File: src/hw/dnc_sort_pkg.sv
// DNC sort stage package: sizes, index widths and controller state encoding

package dnc_sort_pkg;

  ////////////////////////////////////////
  // Sizes
  ////////////////////////////////////////

  // Usage value width, also PHI_OUT and SIZE_N_IN
  localparam int DATA_SIZE = 16;

  // Buffer capacity in entries
  localparam int MAX_N = 16;

  // Element index or buffer address
  localparam int INDEX_SIZE = $clog2(MAX_N);

  // Counters that must hold MAX_N itself
  localparam int COUNT_SIZE = $clog2(MAX_N + 1);

  ////////////////////////////////////////
  // Controller states
  ////////////////////////////////////////

  // Idle, then load of u(j), then sort, then free list out
  typedef enum logic [1:0] {
    IDLE_STATE   = 2'd0,
    LOAD_STATE   = 2'd1,
    SORT_STATE   = 2'd2,
    OUTPUT_STATE = 2'd3
  } sort_state_t;

endpackage : dnc_sort_pkg

File: src/hw/dnc_sort_pair_if.sv
// Compare-exchange pair bus between sort engine and sort buffer

`timescale 1ns/1ns

interface dnc_sort_pair_if
  import dnc_sort_pkg::*;
();

  // Lower entry of the pair, upper one sits at pair_addr+1
  logic [INDEX_SIZE-1:0] pair_addr;

  // Values at pair_addr and pair_addr+1
  logic [DATA_SIZE-1:0]  lo_value;
  logic [DATA_SIZE-1:0]  hi_value;

  // Exchange both entries at the next edge
  logic                  swap;

  // Sequencer side
  modport engine (
    output pair_addr,
    output swap,
    input  lo_value,
    input  hi_value
  );

  // Storage side
  modport buffer (
    input  pair_addr,
    input  swap,
    output lo_value,
    output hi_value
  );

endinterface : dnc_sort_pair_if

File: src/hw/dnc_sort_buffer.sv
// Sort buffer: register array of usage values with original indices

`timescale 1ns/1ns

module dnc_sort_buffer
  import dnc_sort_pkg::*;
(
  input  logic                  CLK,
  input  logic                  RST,

  // Load port from the controller
  input  logic                  load_en,
  input  logic [INDEX_SIZE-1:0] load_addr,
  input  logic [DATA_SIZE-1:0]  load_value,

  // Free list read port
  input  logic [INDEX_SIZE-1:0] rd_addr,
  output logic [INDEX_SIZE-1:0] rd_index,

  // Compare-exchange pair
  dnc_sort_pair_if.buffer       pair
);

  ////////////////////////////////////////
  // Storage
  ////////////////////////////////////////

  // Usage value per entry
  logic [DATA_SIZE-1:0]  value_mem [MAX_N];

  // Original element index j per entry
  logic [INDEX_SIZE-1:0] index_mem [MAX_N];

  // Upper entry of the current pair
  logic [INDEX_SIZE-1:0] hi_addr;

  assign hi_addr = pair.pair_addr + 1'b1;

  ////////////////////////////////////////
  // Write side
  ////////////////////////////////////////

  always_ff @(posedge CLK or posedge RST) begin
    if (RST) begin
      // Empty buffer holds identity order
      for (int i = 0; i < MAX_N; i++) begin
        value_mem[i] <= '0;
        index_mem[i] <= INDEX_SIZE'(i);
      end
    end else if (load_en) begin
      // Index remembers where the value came in
      value_mem[load_addr] <= load_value;
      index_mem[load_addr] <= load_addr;
    end else if (pair.swap) begin
      // Whole entries move, value and index together
      value_mem[pair.pair_addr] <= value_mem[hi_addr];
      index_mem[pair.pair_addr] <= index_mem[hi_addr];
      value_mem[hi_addr]        <= value_mem[pair.pair_addr];
      index_mem[hi_addr]        <= index_mem[pair.pair_addr];
    end
  end

  ////////////////////////////////////////
  // Read side
  ////////////////////////////////////////

  // Pair values for the engine comparator
  assign pair.lo_value = value_mem[pair.pair_addr];
  assign pair.hi_value = value_mem[hi_addr];

  // Sorted index for stream-out
  assign rd_index = index_mem[rd_addr];

endmodule : dnc_sort_buffer

File: src/hw/dnc_sort_engine.sv
// Sort engine: odd-even transposition sequencer, one compare-exchange per cycle

`timescale 1ns/1ns

module dnc_sort_engine
  import dnc_sort_pkg::*;
(
  input  logic                  CLK,
  input  logic                  RST,

  // Launch from the controller with the element count
  input  logic                  sort_start,
  input  logic [COUNT_SIZE-1:0] n,
  output logic                  sort_done,

  // Compare-exchange pair
  dnc_sort_pair_if.engine       pair
);

  ////////////////////////////////////////
  // Signals
  ////////////////////////////////////////

  // Pass schedule running
  logic                  busy;

  // Count latched at launch
  logic [COUNT_SIZE-1:0] n_reg;

  // Current pass p, pairs start at p mod 2
  logic [COUNT_SIZE-1:0] pass_cnt;

  // Lower address of the pair under compare
  logic [INDEX_SIZE-1:0] pair_addr_reg;

  // Upper address of the following pair in this pass
  logic [COUNT_SIZE-1:0] next_upper;
  logic                  last_pair;

  // Next pass number
  logic [COUNT_SIZE-1:0] pass_next;
  logic                  pass_next_empty;

  ////////////////////////////////////////
  // Schedule decode
  ////////////////////////////////////////

  // Pass ends when the next upper address reaches n
  assign next_upper = COUNT_SIZE'(pair_addr_reg) + COUNT_SIZE'(3);
  assign last_pair  = (next_upper >= n_reg);

  assign pass_next = pass_cnt + 1'b1;

  // Odd pass holds no pair for n of 2
  assign pass_next_empty = pass_next[0] && (n_reg <= COUNT_SIZE'(2));

  ////////////////////////////////////////
  // Sequencer
  ////////////////////////////////////////

  always_ff @(posedge CLK or posedge RST) begin
    if (RST) begin
      busy          <= 1'b0;
      sort_done     <= 1'b0;
      n_reg         <= '0;
      pass_cnt      <= '0;
      pair_addr_reg <= '0;
    end else begin
      // Done is a single-cycle pulse
      sort_done <= 1'b0;

      if (!busy) begin
        if (sort_start) begin
          n_reg         <= n;
          pass_cnt      <= '0;
          pair_addr_reg <= '0;
          // Single element needs no compare
          if (n < COUNT_SIZE'(2)) begin
            sort_done <= 1'b1;
          end else begin
            busy <= 1'b1;
          end
        end
      end else if (last_pair) begin
        if ((pass_next == n_reg) || pass_next_empty) begin
          // All n passes through
          busy      <= 1'b0;
          sort_done <= 1'b1;
        end else begin
          pass_cnt      <= pass_next;
          pair_addr_reg <= INDEX_SIZE'(pass_next[0]);
        end
      end else begin
        // Pairs in one pass step by two
        pair_addr_reg <= pair_addr_reg + INDEX_SIZE'(2);
      end
    end
  end

  ////////////////////////////////////////
  // Compare-exchange
  ////////////////////////////////////////

  assign pair.pair_addr = pair_addr_reg;

  // Strictly greater only, equal values keep lower index first
  assign pair.swap = busy && (pair.lo_value > pair.hi_value);

endmodule : dnc_sort_engine

File: src/hw/dnc_sort_vector.sv
// Sort vector controller: loads u(j), launches the sort and streams the free list phi

`timescale 1ns/1ns

module dnc_sort_vector
  import dnc_sort_pkg::*;
(
  input  logic                  CLK,
  input  logic                  RST,

  // Host control
  input  logic                  START,
  output logic                  READY,
  input  logic                  U_IN_ENABLE,
  output logic                  U_OUT_ENABLE,
  output logic                  PHI_OUT_ENABLE,

  // Host data
  input  logic [DATA_SIZE-1:0]  SIZE_N_IN,
  input  logic [DATA_SIZE-1:0]  U_IN,
  output logic [DATA_SIZE-1:0]  PHI_OUT,

  // Buffer load and read
  output logic                  load_en,
  output logic [INDEX_SIZE-1:0] load_addr,
  output logic [DATA_SIZE-1:0]  load_value,
  output logic [INDEX_SIZE-1:0] rd_addr,
  input  logic [INDEX_SIZE-1:0] rd_index,

  // Engine launch
  output logic                  sort_start,
  output logic [COUNT_SIZE-1:0] n,
  input  logic                  sort_done
);

  ////////////////////////////////////////
  // Signals
  ////////////////////////////////////////

  sort_state_t           state;

  // Effective N and the load/output position
  logic [COUNT_SIZE-1:0] n_reg;
  logic [COUNT_SIZE-1:0] cnt;
  logic [COUNT_SIZE-1:0] n_clamped;
  logic                  cnt_last;

  // Marks the cycle of the last PHI_OUT_ENABLE
  logic                  phi_last;

  ////////////////////////////////////////
  // Datapath decode
  ////////////////////////////////////////

  // N forced into 1..MAX_N
  always_comb begin
    if (SIZE_N_IN == '0) begin
      n_clamped = COUNT_SIZE'(1);
    end else if (SIZE_N_IN > DATA_SIZE'(MAX_N)) begin
      n_clamped = COUNT_SIZE'(MAX_N);
    end else begin
      n_clamped = SIZE_N_IN[COUNT_SIZE-1:0];
    end
  end

  assign cnt_last = (cnt == n_reg - 1'b1);

  // Strobes only count while loading
  assign load_en    = (state == LOAD_STATE) && U_IN_ENABLE;
  assign load_addr  = cnt[INDEX_SIZE-1:0];
  assign load_value = U_IN;

  // Output walks addresses 0 to N-1
  assign rd_addr = cnt[INDEX_SIZE-1:0];

  assign n = n_reg;

  ////////////////////////////////////////
  // FSM
  ////////////////////////////////////////

  always_ff @(posedge CLK or posedge RST) begin
    if (RST) begin
      state          <= IDLE_STATE;
      n_reg          <= COUNT_SIZE'(1);
      cnt            <= '0;
      READY          <= 1'b0;
      U_OUT_ENABLE   <= 1'b0;
      PHI_OUT_ENABLE <= 1'b0;
      PHI_OUT        <= '0;
      sort_start     <= 1'b0;
      phi_last       <= 1'b0;
    end else begin
      // Pulses default low
      sort_start     <= 1'b0;
      PHI_OUT_ENABLE <= 1'b0;
      phi_last       <= 1'b0;

      // Echo of each accepted strobe, one cycle late
      U_OUT_ENABLE <= load_en;

      // Completion trails the last index by one cycle
      READY <= phi_last;

      case (state)
        IDLE_STATE: begin
          if (START) begin
            n_reg <= n_clamped;
            cnt   <= '0;
            state <= LOAD_STATE;
          end
        end

        LOAD_STATE: begin
          if (load_en) begin
            cnt <= cnt + 1'b1;
            if (cnt_last) begin
              sort_start <= 1'b1;
              state      <= SORT_STATE;
            end
          end
        end

        SORT_STATE: begin
          // Wait for the engine
          if (sort_done) begin
            cnt   <= '0;
            state <= OUTPUT_STATE;
          end
        end

        OUTPUT_STATE: begin
          PHI_OUT_ENABLE <= 1'b1;
          PHI_OUT        <= DATA_SIZE'(rd_index);
          cnt            <= cnt + 1'b1;
          if (cnt_last) begin
            phi_last <= 1'b1;
            state    <= IDLE_STATE;
          end
        end

        default: begin
          state <= IDLE_STATE;
        end
      endcase
    end
  end

endmodule : dnc_sort_vector

File: src/hw/dnc_sort_top.sv
// DNC sort stage top: controller, transposition engine and entry buffer

`timescale 1ns/1ns

module dnc_sort_top
  import dnc_sort_pkg::*;
(
  input  logic                 CLK,
  input  logic                 RST,

  // Control
  input  logic                 START,
  output logic                 READY,
  input  logic                 U_IN_ENABLE,
  output logic                 U_OUT_ENABLE,
  output logic                 PHI_OUT_ENABLE,

  // Data
  input  logic [DATA_SIZE-1:0] SIZE_N_IN,
  input  logic [DATA_SIZE-1:0] U_IN,
  output logic [DATA_SIZE-1:0] PHI_OUT
);

  ////////////////////////////////////////
  // Internal wiring
  ////////////////////////////////////////

  // Buffer load and read
  logic                  load_en;
  logic [INDEX_SIZE-1:0] load_addr;
  logic [DATA_SIZE-1:0]  load_value;
  logic [INDEX_SIZE-1:0] rd_addr;
  logic [INDEX_SIZE-1:0] rd_index;

  // Engine handshake
  logic                  sort_start;
  logic [COUNT_SIZE-1:0] n;
  logic                  sort_done;

  // Pair bus engine to buffer
  dnc_sort_pair_if pair_bus ();

  ////////////////////////////////////////
  // Instances
  ////////////////////////////////////////

  dnc_sort_vector vector_inst (
    .CLK            (CLK),
    .RST            (RST),
    .START          (START),
    .READY          (READY),
    .U_IN_ENABLE    (U_IN_ENABLE),
    .U_OUT_ENABLE   (U_OUT_ENABLE),
    .PHI_OUT_ENABLE (PHI_OUT_ENABLE),
    .SIZE_N_IN      (SIZE_N_IN),
    .U_IN           (U_IN),
    .PHI_OUT        (PHI_OUT),
    .load_en        (load_en),
    .load_addr      (load_addr),
    .load_value     (load_value),
    .rd_addr        (rd_addr),
    .rd_index       (rd_index),
    .sort_start     (sort_start),
    .n              (n),
    .sort_done      (sort_done)
  );

  dnc_sort_engine engine_inst (
    .CLK        (CLK),
    .RST        (RST),
    .sort_start (sort_start),
    .n          (n),
    .sort_done  (sort_done),
    .pair       (pair_bus.engine)
  );

  dnc_sort_buffer buffer_inst (
    .CLK        (CLK),
    .RST        (RST),
    .load_en    (load_en),
    .load_addr  (load_addr),
    .load_value (load_value),
    .rd_addr    (rd_addr),
    .rd_index   (rd_index),
    .pair       (pair_bus.buffer)
  );

endmodule : dnc_sort_top

File: config.mk
export PLATFORM = sky130hd
export DESIGN_NAME = dnc_sort_top
export DESIGN_NICKNAME = d
export VERILOG_FILES = /design/src/hw/dnc_sort_pkg.sv /design/src/hw/dnc_sort_pair_if.sv /design/src/hw/dnc_sort_buffer.sv /design/src/hw/dnc_sort_engine.sv /design/src/hw/dnc_sort_vector.sv /design/src/hw/dnc_sort_top.sv
export SDC_FILE = /design/constraint.sdc
export NUM_CORES = 1
export LEC_CHECK = 0
export ABC_AREA = 1
export BUFFER_PORTS_ARGS = -buffer_cell sky130_fd_sc_hd__buf_2
export CAP_MARGIN = 0
export CORE_MARGIN = 5
export CORE_UTILIZATION = 55
export CTS_CLUSTER_SIZE = 24
export DETAILED_ROUTE_END_ITERATION = 6
export PLACE_DENSITY = 0.79
export SLEW_MARGIN = 20
export SYNTH_ARGS = -nofsm -noshare
export SYNTH_HDL_FRONTEND = slang
export SYNTH_HIERARCHICAL = 1
export SYNTH_SLANG_ARGS = --single-unit
File: constraint.sdc
create_clock -name CLK -period 26.9 [get_ports CLK]
set_clock_uncertainty 0.15 [all_clocks]
set_input_delay 4.035 -clock CLK [delete_from_list [all_inputs] [get_ports CLK]]
set_output_delay 4.035 -clock CLK [all_outputs]
set_load 0.005 [all_outputs]
==> results.md, run 1 <==
* Worst hold margin at 0.211 ns
* Final Critical Period at ~7.5 ns
* Sequential area share after synthesis at 0.310
* Synth Area in Compound Gates at 0.105
* Fin Setup TNS at 0 ns
* Synth area leader: nand2_1
* Die W at between 200 and 250 um
* Crit-path max FO at 66
* Mapped Cells at between 4000 and 5000
* Top post-synthesis cells by area: nand2_1 (30%), dfrtp_1 (28%), nand3_1 (8.8%)
* Row Count at 84
* Post-synth cell types at 43
* Routed vias at 32923
* Crit path DAT at just under 8 ns
* Outcome: completed
* Ports at 55
* Count of final setup violators at 0
* Final Hold Viols at 0
* Dpl ws at between 15 and 20 ns
* Fraction of the mapped netlist area in adder cells at 0.0168
* Leak at 16.1 nW
* Placed Area at 29000 um^2
* Post-synth EDFFs at 0
* Core area at 52300 um^2
* Setup crit end kind: flop
* Routability-driven placement congestion ratio at 1.01
* Top cell type's share of synthesized area at 0.299
* RSZ-0062 raised after global routing: false
* Die height at 239 um
* Min-delay src: vector_inst/phi_last
* R2R Setup Slk at 19.40 ns
* Largest Register: buffer_inst/value_mem
* CTS clk-pin slew, worst paths at 0.06 ns
* Initial Utilization at 0.553
* Hold path endpoint: vector_inst/READY
* Post-route setup slack at 19.40 ns
* Largest registers: buffer_inst/value_mem x256, buffer_inst/index_mem x64
* Yosys reg bits at 357
* Reg2Reg Depth at 29
* CP bufs+invs at 7
* Drt pass-1 iters at 6
* Share of cells above drive strength 1 at 0.0654
* PortBufs at between 40 and 50
* Die ar. at about 57000 um^2
* CP peak stage delay at 0.93 ns
* R2r endpoint: buffer_inst/index_mem[21]
* Max cap viols at 0
* Number of global-route vias before repair at between 30000 and 40000
* Multiplexer area fraction after synthesis at 0.000691
* Final instance area at 30500 um^2
* Worst slew margin relative to its limit at 0.184
* Max reg flops at 256
* Pin slew with the least headroom to its limit at 1.22 ns
* Part of the cycle the worst path needs at 0.279
* Hold Path Class: flop to flop
* Hold Crit Depth at 0
* Pins Over Slew Limit at 0
* CP max-delay cell: buf_4
* Critical path type: flop to flop
* Largest net degree at the start of global routing at 217
* Total Routing Usage GR at 0.364
* CTS tree: built
* WL final at 107 mm
* Number of buffers created by CTS at 44
* Global-route wire length before repair at 167 mm
* Clock Sinks at between 300 and 400
* Peak VDD IR at approximately 0.07 mV
* Clock latency on the worst-skew pair at 0.60 ns
* CTS-repair resized insts at 0
* Post-Synth Simple-Gate Area at 0.443
* Avg Cell Area, Syn at 5.80 um^2
* Cell Area, Synth at 29000 um^2
* Filler cells at 5232
* Design Power at 3.12 mW
* Synth Warn # at 6
* Layout Nets at 4886
* Top cell by count, worst path: nand2_1
* Via density at about 5.9
* WL/cell at 19.4 um
* Ys async rst share at 1.00
* Root Driver: clkbuf_16
* Top Family by Delay on Critical Path: simple AND/OR/NAND/NOR gates
* Cts hold-fix bufs at 0
* Antenna violations before repair at 1
* Diode count at 0
* Largest family of logic cells by synthesized area: simple AND/OR/NAND/NOR gates
* CP required at ~27 ns
* Area grow syn2layout at 5.25%
* Primary FF master, synth: dfrtp_1
* Post-CTS setup buffer count at 0
* Achievable Freq at 133 MHz
* Reg2reg start: engine_inst/pair.pair_addr[1]
* DRT iter0 DRCs at about 4600
* CTS HTree Levels at 2
* CTS Buffer Depth at 3
* Grt ovf at 0
* Setup crit start kind: flop
* DP HPWL at 69.2 mm
* # DRC at 0
* Final ANT Viol Nets at 0
* XOR/XNOR share of the synthesized area at 0.00281
* Power density cells at roughly 100 nW/um^2
[routing by layer]
metal  global-route usage  part of all wire  wire length (um)
met4                0.256             0.084              8990
met5                    0                 0                 0
met2                0.546              0.43             45800
met3               0.0744              0.12             13000
met1                0.471              0.37             39500
[cell type report]
cell class | count | area [um^2] | share of cell area
inverters | 488 | 1850 | 0.0607
clock buffers | 61 | 1250 | 0.0409
clock inverters | 21 | 272 | 0.00891
well taps | 688 | 861 | 0.0282
flip-flops and latches | 357 | 8980 | 0.295
repair buffers | 107 | 736 | 0.0241
multi-input cells | 3813 | 16500 | 0.542
[placed cells by master (no fill, tap or decap), types with 3 or more instances in the layout]
cell type	netlist	routed
clkinv_1	5	5
nand2_2	28	28
nor2_2	12	18
o21ai_0	310	310
dfstp_2	33	33
ha_1	39	38
o22ai_1	4	4
conb_1	1	12
buf_12	0	3
clkbuf_1	114	10
nand3_1	510	510
dfrtp_1	324	321
clkbuf_8	0	6
o211ai_1	17	17
nor3_1	4	4
o221ai_1	6	6
inv_1	453	451
nand4_1	17	17
nand2_4	4	4
nand2_1	2307	2307
a21oi_1	142	142
bufinv_16	0	6
o21ai_1	110	110
buf_4	52	62
inv_2	29	28
clkbuf_16	0	45
nor2_4	6	6
clkinv_2	0	11
buf_2	142	42
nor2_1	264	258
[cells by family after synthesis]
kind of cell,after synthesis
adder cells (fa/ha/maj),39
multiplexers,2
other,1
AND/OR/NAND/NOR,3162
AO/OA/AOI/OAI,593
XOR/XNOR,5
buffers and inverters,833
flip-flops,357
[stage by stage]
stage,instances,utilization
after floorplan,5003,-
after global placement,5453,0.553
after detailed placement,5453,0.554
after CTS,5535,0.582
after global routing,5535,0.582
final,5535,0.582
[power by group]
part           internal (mW)  leakage (nW)  switching (mW)
sequential             0.660          4.76          0.0851
clock                  0.382         0.747           0.265
combinational          0.450          10.5            1.28
total                   1.49          16.1            1.63
[cell usage after synthesis (4+ instances only)]
library cell,n
dfstp_2,33
nand3_1,510
ha_1,39
buf_4,52
o211ai_1,17
clkbuf_2,4
inv_2,29
nand4_1,17
o221ai_1,6
dfrtp_1,324
clkinv_1,5
nand2_1,2307
buf_1,31
nor2_2,12
inv_1,453
o21ai_1,110
clkbuf_1,114
a21oi_1,142
nor3_1,4
nor2_1,264
buf_2,142
o21ai_0,310
o22ai_1,4
nor2_4,6
nand2_4,4
nand2_2,28
[worst register-to-register path: cells and delay by family, from the launching register on]
family          cells  cell delay (ns)
buf+inv             7             2.31
flops               1             0.55
fa+ha+maj           2             0.76
compound gates      4             0.72
simple gates       16             2.95
[how the worst max path moves through the flow]
stage / end / slack (ns) / from / depth (start not counted)
global route: buffer_inst/index_mem[21] / 19.14 / engine_inst/pair.pair_addr[1] / 27
CTS: buffer_inst/index_mem[21] / 19.77 / engine_inst/pair.pair_addr[1] / 29
floorplan: buffer_inst/index_mem[12] / 13.91 / RST / 1
global placement: buffer_inst/index_mem[23] / 19.72 / U_IN_ENABLE / 15
detailed placement: buffer_inst/index_mem[21] / 19.64 / U_IN_ENABLE / 13
finish: buffer_inst/index_mem[21] / 19.40 / engine_inst/pair.pair_addr[1] / 29
(Power assumes the default switching activity.)
==> inputs of run 2 (changes only) <==
- PLACE_DENSITY: 0.79 -> 0.82
- clock period: 26.9 -> 6.5 ns (I/O delays scaled with it)
==> results.md, run 2 (synthesis results as in run 1) <==
* Filler cells at 5158
* Die W at 239 um
* Crit path DAT at 6.25 ns
* Top cell by count, worst path: nand2_1
* Root Driver: clkbuf_16
* Die height at 239 um
* Inst Count DP at 5471
* Footprint of the multi-input gates at 16500 um^2
* Part of the cycle the worst path needs at 0.902
* Clock Sinks at roughly 360
* CP peak stage delay at 0.53 ns
* Share of cells above drive strength 1 at 0.0677
* Sw Share at 0.522
* Setup crit start kind: flop
* RSZ-0062 raised after global routing: false
* Fin Setup TNS at 0 ns
* Diode count at 0
* CTS clk-pin slew, worst paths at 0.06 ns
* Storage element area at 8980 um^2
* Drt pass-1 iters at 7
* Commonest cells after routing, fill and taps aside: nand2_1 (2307), nand3_1 (510), inv_1 (451), dfrtp_1 (321), o21ai_0 (310)
* Row Count at 84
* Final instance area at just over 30000 um^2
* Placed Area at between 20000 and 30000 um^2
* Most common cell after layout, fill and taps aside: nand2_1
* Cts hold-fix bufs at 0
* Hold Path Class: flop to flop
* # DRC at 0
* Max cap viols at 0
* Initial Utilization at 0.553
* Area grow syn2layout at 5.71%
* CTS Buffer Depth at 3
* Die ar. at 57400 um^2
* Part of the power in registers at 0.236
* Clock latency on the worst-skew pair at 0.62 ns
* Core area at 52300 um^2
* Final ANT Viol Nets at 0
* NetSw at between 6 and 7 mW
* Peak VDD IR at 0.353 mV
* CTS tree: built
* Routability-driven placement congestion ratio at 0.994
* Layout Nets at around 4900
* Largest net degree at the start of global routing at 203
* Via density at 5.97
* Outcome: completed
* Total Routing Usage GR at 0.355
* Achievable Freq at ~170 MHz
* Final Hold Viols at 0
* CTS HTree Levels at 2
* Clock power share at 0.203
* PortBufs at 42
* DRT iter0 DRCs at 4332
* Post-CTS setup buffer count at 0
* CP required at 6.88 ns
* Hold Crit Depth at 0
* Ports at 55
* WL/cell at 18.9 um
* Pin slew with the least headroom to its limit at 1.16 ns
* Worst slew margin relative to its limit at 0.229
* Worst hold margin at 0.201 ns
* Largest registers: buffer_inst/value_mem x256, buffer_inst/index_mem x64
* P_int at a little over 6 mW
* Non-Filler Instances at 5550
* WL final at 105 mm
* Routed vias at 33117
* Final Critical Period at 5.86 ns
* Setup crit end kind: flop
* Pins Over Slew Limit at 0
* Gate power share at 0.560
* Global-route wire length before repair at 165 mm
* CTS-repair resized insts at 0
* DP HPWL at around 69 mm
* Critical path type: flop to flop
* Power density cells at 425 nW/um^2
* Leak at 16.1 nW
* Count of final setup violators at 0
* Reg2Reg Depth at 27
* Crit-path max FO at 97
* Largest Register: buffer_inst/value_mem
* Number of buffers created by CTS at 44
* Number of global-route vias before repair at approximately 31000
* CP max-delay cell: dfrtp_4
* Grt ovf at 0
* Max reg flops at ~260
* Antenna violations before repair at 0
-- run 2: cell types whose count changed in the layout (fill, tap and decap cells not counted), sizes merged --
cell	change
inv	-1
buf	+18
bufinv	-2
clkbuf	+4
clkinvlp	-1
clkinv	-3
-- run 2: power by group through the flow --
stage               clock, mW  combinational [mW]  sequential [mW]
floorplan                   0                4.87             2.98
global placement            0                6.84             3.08
detailed placement          0                6.94             3.09
CTS                      2.62                7.00             3.06
global route             2.72                7.83             3.12
finish                   2.65                7.28             3.07
-- run 2: path summary, 6_finish.rpt --
path / startpoint / slack (ns) / to
min: vector_inst/phi_last / 0.20 / vector_inst/READY
max: engine_inst/pair.pair_addr[0] / 0.64 / buffer_inst/index_mem[46]
max in group asynchronous: RST / 4.50 / buffer_inst/index_mem[43]
min reg2reg: vector_inst/phi_last / 0.20 / vector_inst/READY
max reg2reg: engine_inst/pair.pair_addr[0] / 0.64 / buffer_inst/index_mem[46]
min in group asynchronous: RST / 0.37 / engine_inst/pair.pair_addr[0]
-- run 2: area by class of cell --
cell class / instances / area share
flip-flops and latches: 357 / 0.293
clock inverters: 14 / 0.00592
multi-input cells: 3813 / 0.540
inverters: 488 / 0.0603
well taps: 688 / 0.0281
clock buffers: 65 / 0.0428
repair buffers: 125 / 0.0297
-- run 2: metal layers --
metal	global-route usage	routed length [um]
met5	0	0
met2	0.546	45800
met4	0.233	8100
met3	0.0670	12300
met1	0.458	38500
-- run 2: worst max-delay path, delay by kind of cell (launching register included) --
kind | cells | cell delay, ns
fa+ha+maj | 2 | 0.61
flops | 1 | 0.53
buf+inv | 6 | 1.84
compound gates | 3 | 0.49
simple gates | 16 | 2.14
-- run 2: through the flow --
| stage | setup slack [ns] | util | total power [mW] |
|---|---|---|---|
| global route | 0.271 | 0.585 | 13.7 |
| CTS | 0.877 | 0.585 | 12.7 |
| detailed placement | 0.947 | 0.557 | 10.0 |
| global placement | 1.01 | 0.557 | 9.92 |
| floorplan | 1.13 | - | 7.84 |
| finish | 0.636 | 0.585 | 13.0 |
